===== src/rtl/cnn_core_pkg.sv =====
// sizes, widths and the five-layer schedule of the CNN core controller
// imported by every RTL module and by the testbench
`default_nettype none

package cnn_core_pkg;

    // array geometry defaults, overridden through module parameters
    localparam int PE_COL       = 2;
    localparam int PE_ROW       = 2;
    localparam int FM_BUF_DEPTH = 64;

    // one buffer word carries nine activation bytes
    localparam int FM_WORD_W      = 72;
    localparam int ACT_W          = 8;
    localparam int BYTES_PER_WORD = 9;

    localparam int DIM_W      = 8;
    localparam int LAYER_W    = 3;
    localparam int NUM_LAYERS = 5;

    // end_of_row while the width count is 1 .. END_ROW_MARGIN-1
    localparam int END_ROW_MARGIN = 6;

    // per-layer sizes, indexed by layer number
    localparam logic [DIM_W-1:0] LAYER_W_NUM [1:NUM_LAYERS] =
        '{8'd200, 8'd98, 8'd47, 8'd22, 8'd20};
    localparam logic [DIM_W-1:0] LAYER_H_NUM [1:NUM_LAYERS] =
        '{8'd66, 8'd31, 8'd14, 8'd5, 8'd3};
    localparam logic [DIM_W-1:0] LAYER_C_NUM [1:NUM_LAYERS] =
        '{8'd3, 8'd24, 8'd36, 8'd48, 8'd64};

    // 3x3 kernels in the first three layers
    localparam logic LAYER_KERNEL_MODE [1:NUM_LAYERS] =
        '{1'b1, 1'b1, 1'b1, 1'b0, 1'b0};

endpackage

`default_nettype wire


===== src/rtl/act_fetch.sv =====
// per-column activation fetch, one byte per activation_en, MSB first
// tracks the pixel position of the layer and prefetches the next buffer word
`timescale 1ns/1ps
`default_nettype none

module act_fetch #(
    parameter int  FM_BUF_DEPTH = cnn_core_pkg::FM_BUF_DEPTH,
    localparam int ADDR_W       = $clog2(FM_BUF_DEPTH)
) (
    input  wire                                 clk,
    input  wire                                 rst_n,
    input  wire                                 start_layer,
    input  wire                                 in_process,
    input  wire                                 activation_en,
    input  wire  [cnn_core_pkg::DIM_W-1:0]      w_num,
    input  wire  [cnn_core_pkg::DIM_W-1:0]      h_num,
    input  wire  [cnn_core_pkg::FM_WORD_W-1:0]  rd_data,
    output logic [ADDR_W-1:0]                   rd_addr,
    output logic [cnn_core_pkg::ACT_W-1:0]      activation,
    output logic                                is_odd_row,
    output logic                                end_of_row
);
    import cnn_core_pkg::*;

    localparam int BCNT_W = $clog2(BYTES_PER_WORD);

    logic [DIM_W-1:0]     count_w;
    logic [DIM_W-1:0]     count_h;
    logic [BCNT_W-1:0]    byte_cnt;
    logic [FM_WORD_W-1:0] shift_fm;
    logic                 step;
    logic                 row_end;
    logic                 plane_end;
    logic                 word_end;
    logic                 restart;
    logic                 fill_d1;
    logic                 fill_d2;

    assign step      = in_process && activation_en;
    assign row_end   = step && (count_w == DIM_W'(1));
    assign plane_end = row_end && (count_h == DIM_W'(1));
    assign word_end  = step && (byte_cnt == BCNT_W'(BYTES_PER_WORD - 1));
    // fetch starts over from word 0 at layer start and at each plane wrap
    assign restart   = start_layer || plane_end;

    always_ff @(posedge clk or negedge rst_n) begin
        if (!rst_n) begin
            count_w    <= '0;
            count_h    <= '0;
            is_odd_row <= 1'b1;
        end else if (start_layer) begin
            count_w    <= w_num;
            count_h    <= h_num;
            is_odd_row <= 1'b1;
        end else if (row_end) begin
            count_w    <= w_num;
            is_odd_row <= ~is_odd_row;
            if (plane_end) begin
                count_h <= h_num;
            end else begin
                count_h <= count_h - 1'b1;
            end
        end else if (step) begin
            count_w <= count_w - 1'b1;
        end
    end

    // fill_d2 marks the cycle word 0 is back from the buffer
    always_ff @(posedge clk or negedge rst_n) begin
        if (!rst_n) begin
            rd_addr  <= '0;
            byte_cnt <= '0;
            fill_d1  <= 1'b0;
            fill_d2  <= 1'b0;
        end else begin
            fill_d1 <= restart;
            fill_d2 <= fill_d1;
            if (restart) begin
                rd_addr  <= '0;
                byte_cnt <= '0;
            end else if (fill_d2 || word_end) begin
                // word taken, prefetch the following one
                rd_addr  <= rd_addr + 1'b1;
                byte_cnt <= '0;
            end else if (step) begin
                byte_cnt <= byte_cnt + 1'b1;
            end
        end
    end

    always_ff @(posedge clk) begin
        if (fill_d2 || word_end) begin
            shift_fm <= rd_data;
        end else if (step) begin
            shift_fm <= {shift_fm[FM_WORD_W-ACT_W-1:0], {ACT_W{1'b0}}};
        end
    end

    assign activation = shift_fm[FM_WORD_W-1 -: ACT_W];
    assign end_of_row = (count_w != '0) && (count_w < DIM_W'(END_ROW_MARGIN));

endmodule

`default_nettype wire


===== config.mk =====
export PLATFORM = sky130hd
export DESIGN_NAME = act_fetch
export DESIGN_NICKNAME = d
export VERILOG_FILES = /design/src/rtl/cnn_core_pkg.sv /design/src/rtl/act_fetch.sv
export SDC_FILE = /design/constraint.sdc
export NUM_CORES = 1
export LEC_CHECK = 0
export BUFFER_PORTS_ARGS = -buffer_cell sky130_fd_sc_hd__buf_2
export CAP_MARGIN = 20
export CORE_AREA = 2 2 94 96
export CTS_BUF_LIST = sky130_fd_sc_hd__clkbuf_2
export DETAILED_ROUTE_END_ITERATION = 16
export DIE_AREA = 0 0 96 98
export GPL_TIMING_DRIVEN = 0
export MAX_ROUTING_LAYER = met4
export PLACE_DENSITY = 0.85
export SLEW_MARGIN = 0
export SYNTH_ARGS = -nofsm -noshare
export SYNTH_HDL_FRONTEND = slang
export SYNTH_SLANG_ARGS = --single-unit

===== constraint.sdc =====
create_clock -name clk -period 5.38 [get_ports clk]
set_input_delay 0.269 -clock clk [delete_from_list [all_inputs] [get_ports clk]]
set_output_delay 0.269 -clock clk [all_outputs]
set_load 0.01 [all_outputs]

Word-level counts from Yosys, hierarchy flattened
Cells that the tools add are included.

operators by class
  add/subtract/negate cells = 4
  shift operators = 0
  reduce and logical (&&, ||, !) cells = 13
  multiplexer cells = 15
  divide/modulo/power cells = 0
  multipliers = 0
  equality and inequality tests = 3
  bitwise gates (word level) = 1
  magnitude comparators = 1

operators by type and width
  operator             number
  $mux 72              2
  $mux 8               6
  $eq 8x1->1 const B   2
  $sub 8x1->8 const B  2
  $mux 4               3
  $mux 6               2
  $lt 8x3->1 const B   1
  $reduce_bool 8->1    1
  $add 6x1->6 const B  1
  $reduce_bool 2->1    3
  $reduce_bool 3->1    2
  $logic_and 1x1->1    5
  $add 4x1->4 const B  1
  $eq 4x4->1 const B   1
  $logic_or 1x1->1     2
  $mux 1               2
  $not 1->1            1

word-level totals
  word-level logic and storage cells = 45
  latch bits = 0
  register bits = 101
  memories = 0
  bits in writable memories = 0
  memory bits (read-only) = 0
  output and inout port bits = 16

Depth between registers and ports, before layout
Gate-level depths: netlist of the first run.

  depth after elaboration = 6
  depth in mapped cells = 8
  gate-level depth less buffers = 7

Least setup slack after synthesis of the first run
No wires, ideal clock.

  path kind = input -> register
  start point = input port in_process
  end point = register shift_fm[0], enable pin
  data arrival time = 2.230 ns
  stages on the path = 3
  setup time = 0.442 ns
  slack = 2.708 ns
  cell sequence = nand2_1 clkbuf_1 nand2b_1

between the ends
  cells in the longest elaborated chain, start to end = 4

RTL lines
  item                           RTL line         RTL
  from (decl)                    act_fetch.sv:13  input wire in_process,
  $logic_and 1x1->1 *            act_fetch.sv:39  assign step = in_process && activation_en;
  $logic_and 1x1->1              act_fetch.sv:42  assign word_end = step && (byte_cnt == BCNT_W'(BYTES_PER_WORD - 1));
  $logic_or 1x1->1               act_fetch.sv:92  if (fill_d2 || word_end) begin
  $reduce_bool 2->1 (no line) *  --
  to (signal assigned)           act_fetch.sv:93  shift_fm <= rd_data;
  to (signal assigned)           act_fetch.sv:95  shift_fm <= {shift_fm[FM_WORD_W-ACT_W-1:0], {ACT_W{1'b0}}};
  to (decl)                      act_fetch.sv:30  logic [FM_WORD_W-1:0] shift_fm;

Every way passes the cells marked *; elsewhere a longest branch is shown, timed or not.
A chain may end at the register's enable or synchronous reset.

Final worst setup path of the first run
  start point = register count_w[5]
  end point = output port end_of_row

between the ends
  cells in the longest elaborated chain, start to end = 2

RTL lines
  item                                             RTL line          RTL
  from (decl)                                      act_fetch.sv:27   logic [DIM_W-1:0] count_w;
  from (signal assigned)                           act_fetch.sv:52   count_w <= w_num;
  from (signal assigned)                           act_fetch.sv:56   count_w <= w_num;
  from (signal assigned)                           act_fetch.sv:64   count_w <= count_w - 1'b1;
  $lt 8x3->1 or $reduce_bool 8->1 (tied branches)  act_fetch.sv:100  assign end_of_row = (count_w != '0) && (count_w < DIM_W'(END_ROW_MARGIN));
  $logic_and 1x1->1 *                              act_fetch.sv:100
  to (decl)                                        act_fetch.sv:21   output logic end_of_row

Marks and branches as above.

==> results by group, run 1 <==
Run status
  – Status: completed

Pwr
  – Power share of the combinational group: 0.170
  – Pwr/cell area: 234 nW/µm²
  – Leak: 2.92 nW
  – Clk network pwr share: 0.211
  – Peak VDD IR: 0.000182 V
  – Sw Share: 0.278
  – Register share of total power: 0.618
  – Tot Pwr: 1.53 mW
  – Int Pwr: 1.11 mW
  – NetSw: 0.425 mW

Clocking
  – H-tree lvl count: 3
  – Resized cells post-CTS: 0
  – Clock Sinks: 101
  – # hold bufs at CTS: 89
  – Worst skew pair latency: 0.55 ns
  – Setup Buffers After CTS: 0
  – CTS clk-pin slew, worst paths: 0.27 ns
  – Clock tree buffer depth: 2
  – CTS tree: done
  – TritonCTS buffer count: 9
  – Root buffer cell: clkbuf_2

Worst hold path
  – Type of the worst min-delay path: input pin to register
  – WHS Endpoint: byte_cnt[2]
  – Hold Crit Depth: 4
  – Hold_sp: start_layer

Timing
  – Fin crit share: 0.486
  – Fin. max-slew vios: 0
  – RSZ-0062 raised after global routing: false
  – Max-Slew Margin vs Limit: 0.366
  – Final setup TNS: 0 ns
  – Clock Skews: 0.0202 ns
  – Worst-Margin Slew: 0.951 ns
  – Post-layout min period: 2.61 ns
  – Max Fclk: 383 MHz
  – Final setup fails: 0
  – Final hold vios: 0

Die
  – Core ar.: 8470 µm²
  – IO Count: 109
  – Die X: 96 µm
  – Site Rows: 34
  – Die footprint: 9410 µm²
  – Die Y: 98 µm
  – Initial Util: 0.575

Routing
  – Remaining DRCs: 0
  – Initial drt markers: 178
  – Avg WL per Cell: 15.3 µm
  – Post-Route WL: 12200 µm
  – Detailed-route via count: 4307
  – Antenna Nets Post-Route: 0
  – TritonRoute pass-1 iters: 4
  – Vias per std cell: 5.41

Flow run
  – Max cap viols: 0

Worst setup path
  – Reg2Reg Setup Slack: 3.12 ns
  – Arrival @ worst endpoint: 2.34 ns
  – RR Endpoint: count_h[6]
  – R2R depth: 6
  – CP Max Fanout: 6
  – Crit path kind: register to output port
  – RR Startpoint: count_w[1]
  – CP endpoint kind: output port
  – Startpoint types: register
  – Worst EP required: 5.11 ns

Placement
  – IO buf count: 108
  – HPWL Detailed: 7040 µm
  – Placer congestion estimate: 0.927
  – Placed Instances: 691
  – Area after DPL: 5550 µm²

Global route
  – Remaining global-route overflow: 0
  – First-pass GRT wire length: 19700 µm
  – Largest net degree at the start of global routing: 73
  – Initial antenna violation count: 1
  – Global-route usage over all layers: 0.280
  – Number of global-route vias before repair: 4379

Final layout
  – Area Overhead vs Synth: 34.3%
  – Finished Core Util: 0.772
  – Number of fillers in the final layout: 545
  – Post-Layout Cell Count: 796
  – Nets: 784
  – Finished layout cell area: 6540 µm²
  – Layout cells sized above 1: 0.224

Yosys
  – Register area share after synthesis: 0.594
  – Ys async rst share: 0.287
  – Distinct cells, synth: 62
  – Post-synth EDFFs: 72
  – Post-Syn Nets: 576
  – Most used DFF post-synth: edfxtp_1
  – Number of synthesized register bits: 101
  – Synthesized area: 4870 µm²
  – Syn Inst Count: 475
  – Post-Syn Area per Cell: 10.2 µm²
  – Synth warn: 0
[final cells by class]
type,instances,area [µm²],share of cell area
clock inverter,6,48.8,0.00747
multi-input combinational,334,1800,0.275
tap,108,135,0.0207
buffer,30,151,0.0232
sequential,101,2890,0.442
timing repair buffer,197,1430,0.219
antenna,1,2.50,0.000383
inverter,10,37.5,0.00574
clock buffer,9,45.0,0.00689
[cell usage after synthesis (3+ instances only)]
cell      count  area share
nand2_1     202        0.16
edfxtp_1     72        0.44
dfrtp_1      28        0.14
clkbuf_1     18       0.014
a21oi_1       9      0.0093
inv_1         9      0.0069
nor2_1        9      0.0069
and2_1        8       0.010
buf_4         8       0.012
ha_1          8       0.021
a211oi_1      7       0.011
o21a_1        7       0.011
a31oi_1       6      0.0077
o21ai_0       6      0.0062
nand3_1       5      0.0051
o32a_1        4      0.0082
nand2b_1      3      0.0039
nor3_1        3      0.0031
nor4_1        3      0.0039
o22a_2        3      0.0062
o31ai_1       3      0.0046
o32a_2        3      0.0069
or3_1         3      0.0039
xnor2_1       3      0.0054
[state kept, by name, summed over array words and instances (netlist names)]
name	count
byte_cnt	4
shift_fm	72
count_h	8
rd_addr	6
is_odd_row	1
fill_d1	1
count_w	8
fill_d2	1
[critical path: stages (launching register included)]
cell and delay, ns:
dfrtp_1 0.53, or4_4 0.61, a2111oi_0 0.44, buf_2 0.21
[power groups by stage]
stage          combinational (mW)  sequential [mW]  clock [mW]
6_report                    0.261            0.947       0.323
5_1_grt                     0.292            0.955       0.358
4_1_cts                     0.254            0.945       0.327
3_5_place_dp                0.203            0.962           0
3_3_place_gp                0.196            0.961           0
2_1_floorplan               0.128            0.955           0
[cells by family after synthesis]
group           Yosys count  synth area share
simple gates            256             0.232
flops                   101             0.594
compound gates           63             0.101
buf+inv                  40            0.0388
fa+ha+maj                 8            0.0206
xor+xnor                  4           0.00720
mux                       3           0.00643
[metrics by stage]
step                hold WS [ns]  setup slack, ns
floorplan                -0.0266             2.71
global placement           0.325             1.75
finish                    0.0872             2.77
CTS                       0.0607             2.76
detailed placement         0.341             3.17
global route              0.0483             2.69
[layer usage]
metal,vias to the layer above,part of all wire,track usage
met5,-,0,-
met4,0,0.041,0.138
met3,46,0.060,0.0486
met2,184,0.51,0.467
met1,2015,0.39,0.320
li1,2062,-,-
[cells in the final DEF, fill, tap and decap left out, drive strengths merged, types with 6 or more instances in the layout]
cell type | Yosys | routed
a31oi | 7 | 7
o32a | 7 | 7
buf | 12 | 120
a211oi | 7 | 7
dlygate4sd3 | 0 | 89
a21oi | 9 | 9
nand2 | 202 | 202
edfxtp | 72 | 72
o21ai | 6 | 6
dfrtp | 28 | 28
o21a | 7 | 7
clkbuf | 18 | 27
ha | 8 | 8
inv | 10 | 12
nor2 | 9 | 9
and2 | 9 | 9
[worst max path at each step]
| stage | start | to | slack, ns |
|---|---|---|---|
| floorplan | in_process | shift_fm[0] | 2.71 |
| global placement | in_process | shift_fm[2] | 1.75 |
| detailed placement | count_w[0] | count_w[6] | 3.17 |
| CTS | count_w[5] | end_of_row | 2.76 |
| global route | count_w[5] | end_of_row | 2.69 |
| finish | count_w[5] | end_of_row | 2.77 |
No activity file was read; power rests on OpenSTA's default activity.
==> inputs of run 2 (changes only) <==
--- a/config.mk
+++ b/config.mk
@@ -5,15 +5,16 @@
 export SDC_FILE = /design/constraint.sdc
 export NUM_CORES = 1
 export LEC_CHECK = 0
+export ABC_AREA = 1
 export BUFFER_PORTS_ARGS = -buffer_cell sky130_fd_sc_hd__buf_2
 export CAP_MARGIN = 20
-export CORE_AREA = 2 2 94 96
+export CORE_AREA = 2 2 98 100
 export CTS_BUF_LIST = sky130_fd_sc_hd__clkbuf_2
 export DETAILED_ROUTE_END_ITERATION = 16
-export DIE_AREA = 0 0 96 98
+export DIE_AREA = 0 0 100 102
 export GPL_TIMING_DRIVEN = 0
 export MAX_ROUTING_LAYER = met4
-export PLACE_DENSITY = 0.85
+export PLACE_DENSITY = 0.8
 export SLEW_MARGIN = 0
 export SYNTH_ARGS = -nofsm -noshare
 export SYNTH_HDL_FRONTEND = slang
==> constraint.sdc (replaced) <==
create_clock -name clk -period 2.6 [get_ports clk]
set_input_delay 0.13 -clock clk [delete_from_list [all_inputs] [get_ports clk]]
set_output_delay 0.13 -clock clk [all_outputs]
set_load 0.01 [all_outputs]
==> results by group, run 2 <==
Clocking
  – Clock Sinks: 101
  – CTS clk-pin slew, worst paths: 0.29 ns
  – CTS tree: done
  – TritonCTS buffer count: 9
  – H-tree lvl count: 3
  – Worst skew pair latency: 0.56 ns
  – Clock tree buffer depth: 2
  – Root buffer cell: clkbuf_2

Worst hold path
  – Type of the worst min-delay path: input pin to async pin

Timing
  – Fin. max-slew vios: 0
  – Post-layout min period: 2.23 ns
  – Final setup fails: 0
  – Max Fclk: 448 MHz
  – RSZ-0062 raised after global routing: false
  – Max-Slew Margin vs Limit: 0.548
  – Hold_ws: 0.0903 ns
  – Final hold vios: 0
  – Clock Skews: 0.0525 ns
  – Setup WS post-layout: 0.369 ns
  – Worst-Margin Slew: 0.678 ns
  – Fin crit share: 0.858
  – Final setup TNS: 0 ns

Pwr
  – Peak VDD IR: 0.000279 V
  – Sw Share: 0.302
  – Clk network pwr share: 0.205
  – Register share of total power: 0.585
  – Leak: 3.41 nW
  – Power share of the combinational group: 0.210
  – Pwr/cell area: 514 nW/µm²
  – Int Pwr: 2.41 mW
  – NetSw: 1.04 mW

Placement
  – Pre-CTS WS: 0.199 ns
  – Placer congestion estimate: 0.861
  – HPWL Detailed: 7100 µm
  – Area after DPL: 5690 µm²
  – IO buf count: 108

Yosys
  – Ys async rst share: 0.287
  – Number of synthesized register bits: 101
  – Most used DFF post-synth: edfxtp_1
  – Synthesized area: 5010 µm²
  – Synth warn: 0
  – Post-Syn Area per Cell: 8.62 µm²
  – Leading area contributor after synthesis: edfxtp_1
  – Most common cell in the synthesized netlist: nand2_1
  – Post-synth EDFFs: 72
  – Post-Syn Nets: 682
  – Register area share after synthesis: 0.577
  – Synth top area share: 0.432
  – Post-synth top cells: 279 x nand2_1, 72 x edfxtp_1, 50 x inv_1
  – Distinct cells, synth: 28
  – Top cells by area, synth: edfxtp_1 43%, nand2_1 21%, dfrtp_1 14%, inv_1 3.7%, nand3_1 3.3%
  – Syn Inst Count: 581

Final layout
  – Biggest register: shift_fm
  – Most frequent cells in the layout: 278 x nand2_1, 120 x buf_2, 91 x dlygate4sd3_1
  – Multi-input logic area: 1740 µm²
  – Largest register FFs: 72
  – Finished Core Util: 0.737
  – Area Overhead vs Synth: 34.2%
  – N_diodes: 0
  – Number of fillers in the final layout: 643
  – Nets: 892
  – Layout cells sized above 1: 0.211
  – Regs by FF count: shift_fm (72), count_h (8), count_w (8)
  – Most common cell after layout, fill and taps aside: nand2_1
  – Finished layout cell area: 6720 µm²
  – Reg area: 2890 µm²

Worst setup path
  – Worst EP required: 2.78 ns
  – CP endpoint kind: register
  – Arrival @ worst endpoint: 2.41 ns
  – CP Max Fanout: 72
  – R2R depth: 7
  – Critical-path top delay cell: dfrtp_1
  – Reg2Reg Setup Slack: 0.37 ns
  – Max incr delay on CP: 0.44 ns
  – Crit path kind: register to register
  – Critical path cell sequence: inv_1, ha_1, nand4_1, nand2_2, inv_2, buf_2, nand2_8
  – Startpoint types: register
  – RR Startpoint: byte_cnt[0]
  – RR Endpoint: shift_fm[71]

Run status
  – Status: completed

Global route
  – Initial antenna violation count: 0
  – First-pass GRT wire length: 19400 µm
  – Remaining global-route overflow: 0
  – Global-route usage over all layers: 0.249
  – Number of global-route vias before repair: 4391
  – Largest net degree at the start of global routing: 73

Routing
  – Antenna Nets Post-Route: 0
  – Vias per std cell: 4.85
  – Post-Route WL: 11800 µm
  – TritonRoute pass-1 iters: 5
  – Avg WL per Cell: 13.0 µm
  – Detailed-route via count: 4399
  – Initial drt markers: 231
  – Remaining DRCs: 0

Die
  – Site Rows: 35
  – Die Y: 102 µm
  – IO Count: 109
  – Initial Util: 0.550
  – Die X: 100 µm
  – Core ar.: 9110 µm²
  – Die footprint: 10200 µm²

Flow run
  – Max cap viols: 0
-- run 2: power groups by stage --
stage / clock network [mW] / logic [mW] / registers, mW
after floorplan: 0 / 0.409 / 2.03
after global placement: 0 / 0.579 / 2.05
after detailed placement: 0 / 0.606 / 2.05
after CTS: 0.722 / 0.713 / 2.02
after global routing: 0.777 / 0.825 / 2.04
final: 0.707 / 0.725 / 2.02
-- run 2: metal layers --
layer / global-route usage / part of all wire
met5: - / 0
met1: 0.302 / 0.43
met4: 0.0822 / 0.016
met3: 0.0438 / 0.060
met2: 0.427 / 0.49
-- run 2: worst max path at each step --
stage / start / end / slack [ns] / depth (start not counted)
floorplan: byte_cnt[0] / shift_fm[0] / 0.27 / 7
global placement: byte_cnt[0] / shift_fm[23] / -0.29 / 7
detailed placement: byte_cnt[0] / shift_fm[7] / 0.20 / 7
CTS: byte_cnt[0] / shift_fm[36] / 0.17 / 7
global route: byte_cnt[0] / shift_fm[71] / 0.23 / 7
finish: byte_cnt[0] / shift_fm[71] / 0.37 / 7
-- run 2: worst max-delay path: cells and delay by family (launching register included) --
kind,cells,cell delay (ns)
buffers and inverters,3,0.54
and+or+nand+nor,3,0.66
adders and majority gates,1,0.20
DFF,1,0.44
-- run 2: kinds of logic after synthesis --
| logic type | Yosys count | synth area share |
|---|---|---|
| simple gates | 364 | 0.295 |
| flops | 101 | 0.577 |
| buf+inv | 83 | 0.0780 |
| compound gates | 20 | 0.0210 |
| fa+ha+maj | 8 | 0.0200 |
| xor+xnor | 5 | 0.00875 |
-- run 2: per-stage QoR --
stage                     instances  total power [mW]
after floorplan                 581              2.44
final                           907              3.45
after global routing            907              3.64
after CTS                       907              3.45
after global placement          800              2.63
after detailed placement        800              2.66
-- run 2: cell type report --
cell class	count	share of cell area
Inverter	56	0.0313
Buffer	27	0.0268
Sequential cell	101	0.430
Clock buffer	10	0.00745
Tap cell	111	0.0207
Timing Repair Buffer	199	0.216
Multi-Input combinational cell	397	0.260
Clock inverter	6	0.00801
-- run 2: what timing repair did --
action,CTS,global route
endpoints found under the setup margin,0,24
setup buffers,0,0
hold buffers,91,0
gates resized for setup,0,1
endpoints found under the hold margin,118,0
==> inputs of run 3 (changes only) <==
--- a/config.mk
+++ b/config.mk
@@ -8,10 +8,10 @@
 export ABC_AREA = 1
 export BUFFER_PORTS_ARGS = -buffer_cell sky130_fd_sc_hd__buf_2
 export CAP_MARGIN = 20
-export CORE_AREA = 2 2 98 100
+export CORE_AREA = 2 2 81 121
 export CTS_BUF_LIST = sky130_fd_sc_hd__clkbuf_2
 export DETAILED_ROUTE_END_ITERATION = 16
-export DIE_AREA = 0 0 100 102
+export DIE_AREA = 0 0 83 123
 export GPL_TIMING_DRIVEN = 0
 export MAX_ROUTING_LAYER = met4
 export PLACE_DENSITY = 0.8
==> results by group, run 3 (synthesis results as in run 2) <==
Run status
  – Status: completed

Clocking
  – Clock Sinks: 101
  – CTS clk-pin slew, worst paths: 0.27 ns
  – Root buffer cell: clkbuf_2
  – H-tree lvl count: 3
  – Setup Buffers After CTS: 0
  – Clock tree buffer depth: 2
  – Worst skew pair latency: 0.61 ns
  – TritonCTS buffer count: 9
  – CTS tree: done

Worst setup path
  – RR Startpoint: byte_cnt[0]
  – Reg2Reg Setup Slack: 0.22 ns
  – Worst EP required: 2.84 ns
  – CP Max Fanout: 72
  – Crit path kind: register to register
  – Arrival @ worst endpoint: 2.62 ns
  – R2R depth: 7
  – RR Endpoint: shift_fm[71]
  – Startpoint types: register
  – CP endpoint kind: register

Global route
  – Remaining global-route overflow: 0
  – Largest net degree at the start of global routing: 73
  – Global-route usage over all layers: 0.263
  – First-pass GRT wire length: 20700 µm
  – Initial antenna violation count: 0
  – Number of global-route vias before repair: 4507

Placement
  – HPWL Detailed: 7430 µm
  – Placer congestion estimate: 0.900
  – IO buf count: 108

Routing
  – Remaining DRCs: 0
  – Detailed-route via count: 4583
  – Avg WL per Cell: 14.0 µm
  – TritonRoute pass-1 iters: 5
  – Antenna Nets Post-Route: 0
  – Initial drt markers: 368
  – Vias per std cell: 5.03
  – Post-Route WL: 12800 µm

Timing
  – Final setup fails: 0
  – Final setup TNS: 0 ns
  – Fin crit share: 0.915
  – Worst-Margin Slew: 0.940 ns
  – Hold_ws: 0.0670 ns
  – Clock Skews: 0.0411 ns
  – RSZ-0062 raised after global routing: false
  – Fin. max-slew vios: 0
  – Max Fclk: 420 MHz
  – Post-layout min period: 2.38 ns
  – Max-Slew Margin vs Limit: 0.373
  – Final hold vios: 0

Final layout
  – Regs by FF count: shift_fm (72), count_h (8), count_w (8)
  – Number of fillers in the final layout: 641
  – Largest register FFs: 72
  – Layout cells sized above 1: 0.209
  – Most frequent cells in the layout: 278 x nand2_1, 120 x buf_2, 93 x dlygate4sd3_1
  – Area Overhead vs Synth: 34.2%
  – Nets: 894
  – Biggest register: shift_fm
  – Most common cell after layout, fill and taps aside: nand2_1

Die
  – Die Y: 123 µm
  – Core ar.: 9200 µm²
  – Die footprint: 10200 µm²
  – Die X: 83 µm
  – Site Rows: 43
  – Initial Util: 0.544
  – IO Count: 109

Pwr
  – Peak VDD IR: 0.000367 V
  – Leak: 3.42 nW
  – Pwr/cell area: 512 nW/µm²
  – Tot Pwr: 3.44 mW

Worst hold path
  – Type of the worst min-delay path: input pin to async pin

Flow run
  – Max cap viols: 0
-- run 3: how the worst max path moves through the flow --
stage | slack [ns] | to | startpoint | depth (start not counted)
after floorplan | 0.27 | shift_fm[0] | byte_cnt[0] | 7
after global placement | -0.22 | shift_fm[4] | byte_cnt[0] | 7
after detailed placement | 0.22 | shift_fm[12] | byte_cnt[0] | 7
after CTS | 0.19 | shift_fm[0] | byte_cnt[0] | 7
after global routing | 0.03 | shift_fm[25] | byte_cnt[0] | 7
final | 0.22 | shift_fm[71] | byte_cnt[0] | 7
-- run 3: layout make-up --
type                       instances  area, µm²  area share
antenna                            1       2.50    0.000373
clock inverter                     5       35.0     0.00522
sequential                       101       2890       0.430
tap                              112        140      0.0209
multi-input combinational        397       1730       0.258
timing repair buffer             201       1470       0.219
clock buffer                      11       55.1     0.00820
buffer                            27        180      0.0268
inverter                          56        210      0.0313
-- run 3: metal layers --
metal  vias up  GRT usage  wire length [µm]
li1       2254          -                 -
met1      2143      0.284              4900
met2       149      0.475              6900
met3        37     0.0461               542
met4         0      0.118               427
met5         -          -                 0
-- run 3: per-stage QoR --
| stage | setup slack, ns | util | instances | cell area (µm²) |
|---|---|---|---|---|
| floorplan | 0.269 | - | 581 | 5010 |
| global placement | -0.225 | 0.618 | 801 | 5690 |
| detailed placement | 0.221 | 0.619 | 801 | 5690 |
| CTS | 0.188 | 0.730 | 910 | 6720 |
| global route | 0.0337 | 0.730 | 910 | 6720 |
| finish | 0.220 | 0.730 | 911 | 6720 |
-- run 3: power breakdown --
part / switching (mW) / leakage, nW / internal [mW]
Combinational: 0.406 / 2.28 / 0.334
Sequential: 0.0908 / 1.07 / 1.93
Clock: 0.542 / 0.0644 / 0.139
Total: 1.04 / 3.42 / 2.40
-- run 3: timing repair --
item | in CTS | in global routing
hold endpoints to repair | 118 | 0
gates resized for setup | 0 | 0
hold buffers | 93 | 0
endpoints found under the setup margin | 0 | 0
-- run 3: critical path: stages (launching register included) --
cell     delay, ns
dfrtp_1       0.46
inv_1         0.10
ha_1          0.15
nand4_1       0.11
nand2_2       0.20
inv_2         0.09
buf_2         0.22
nand2_4       0.71
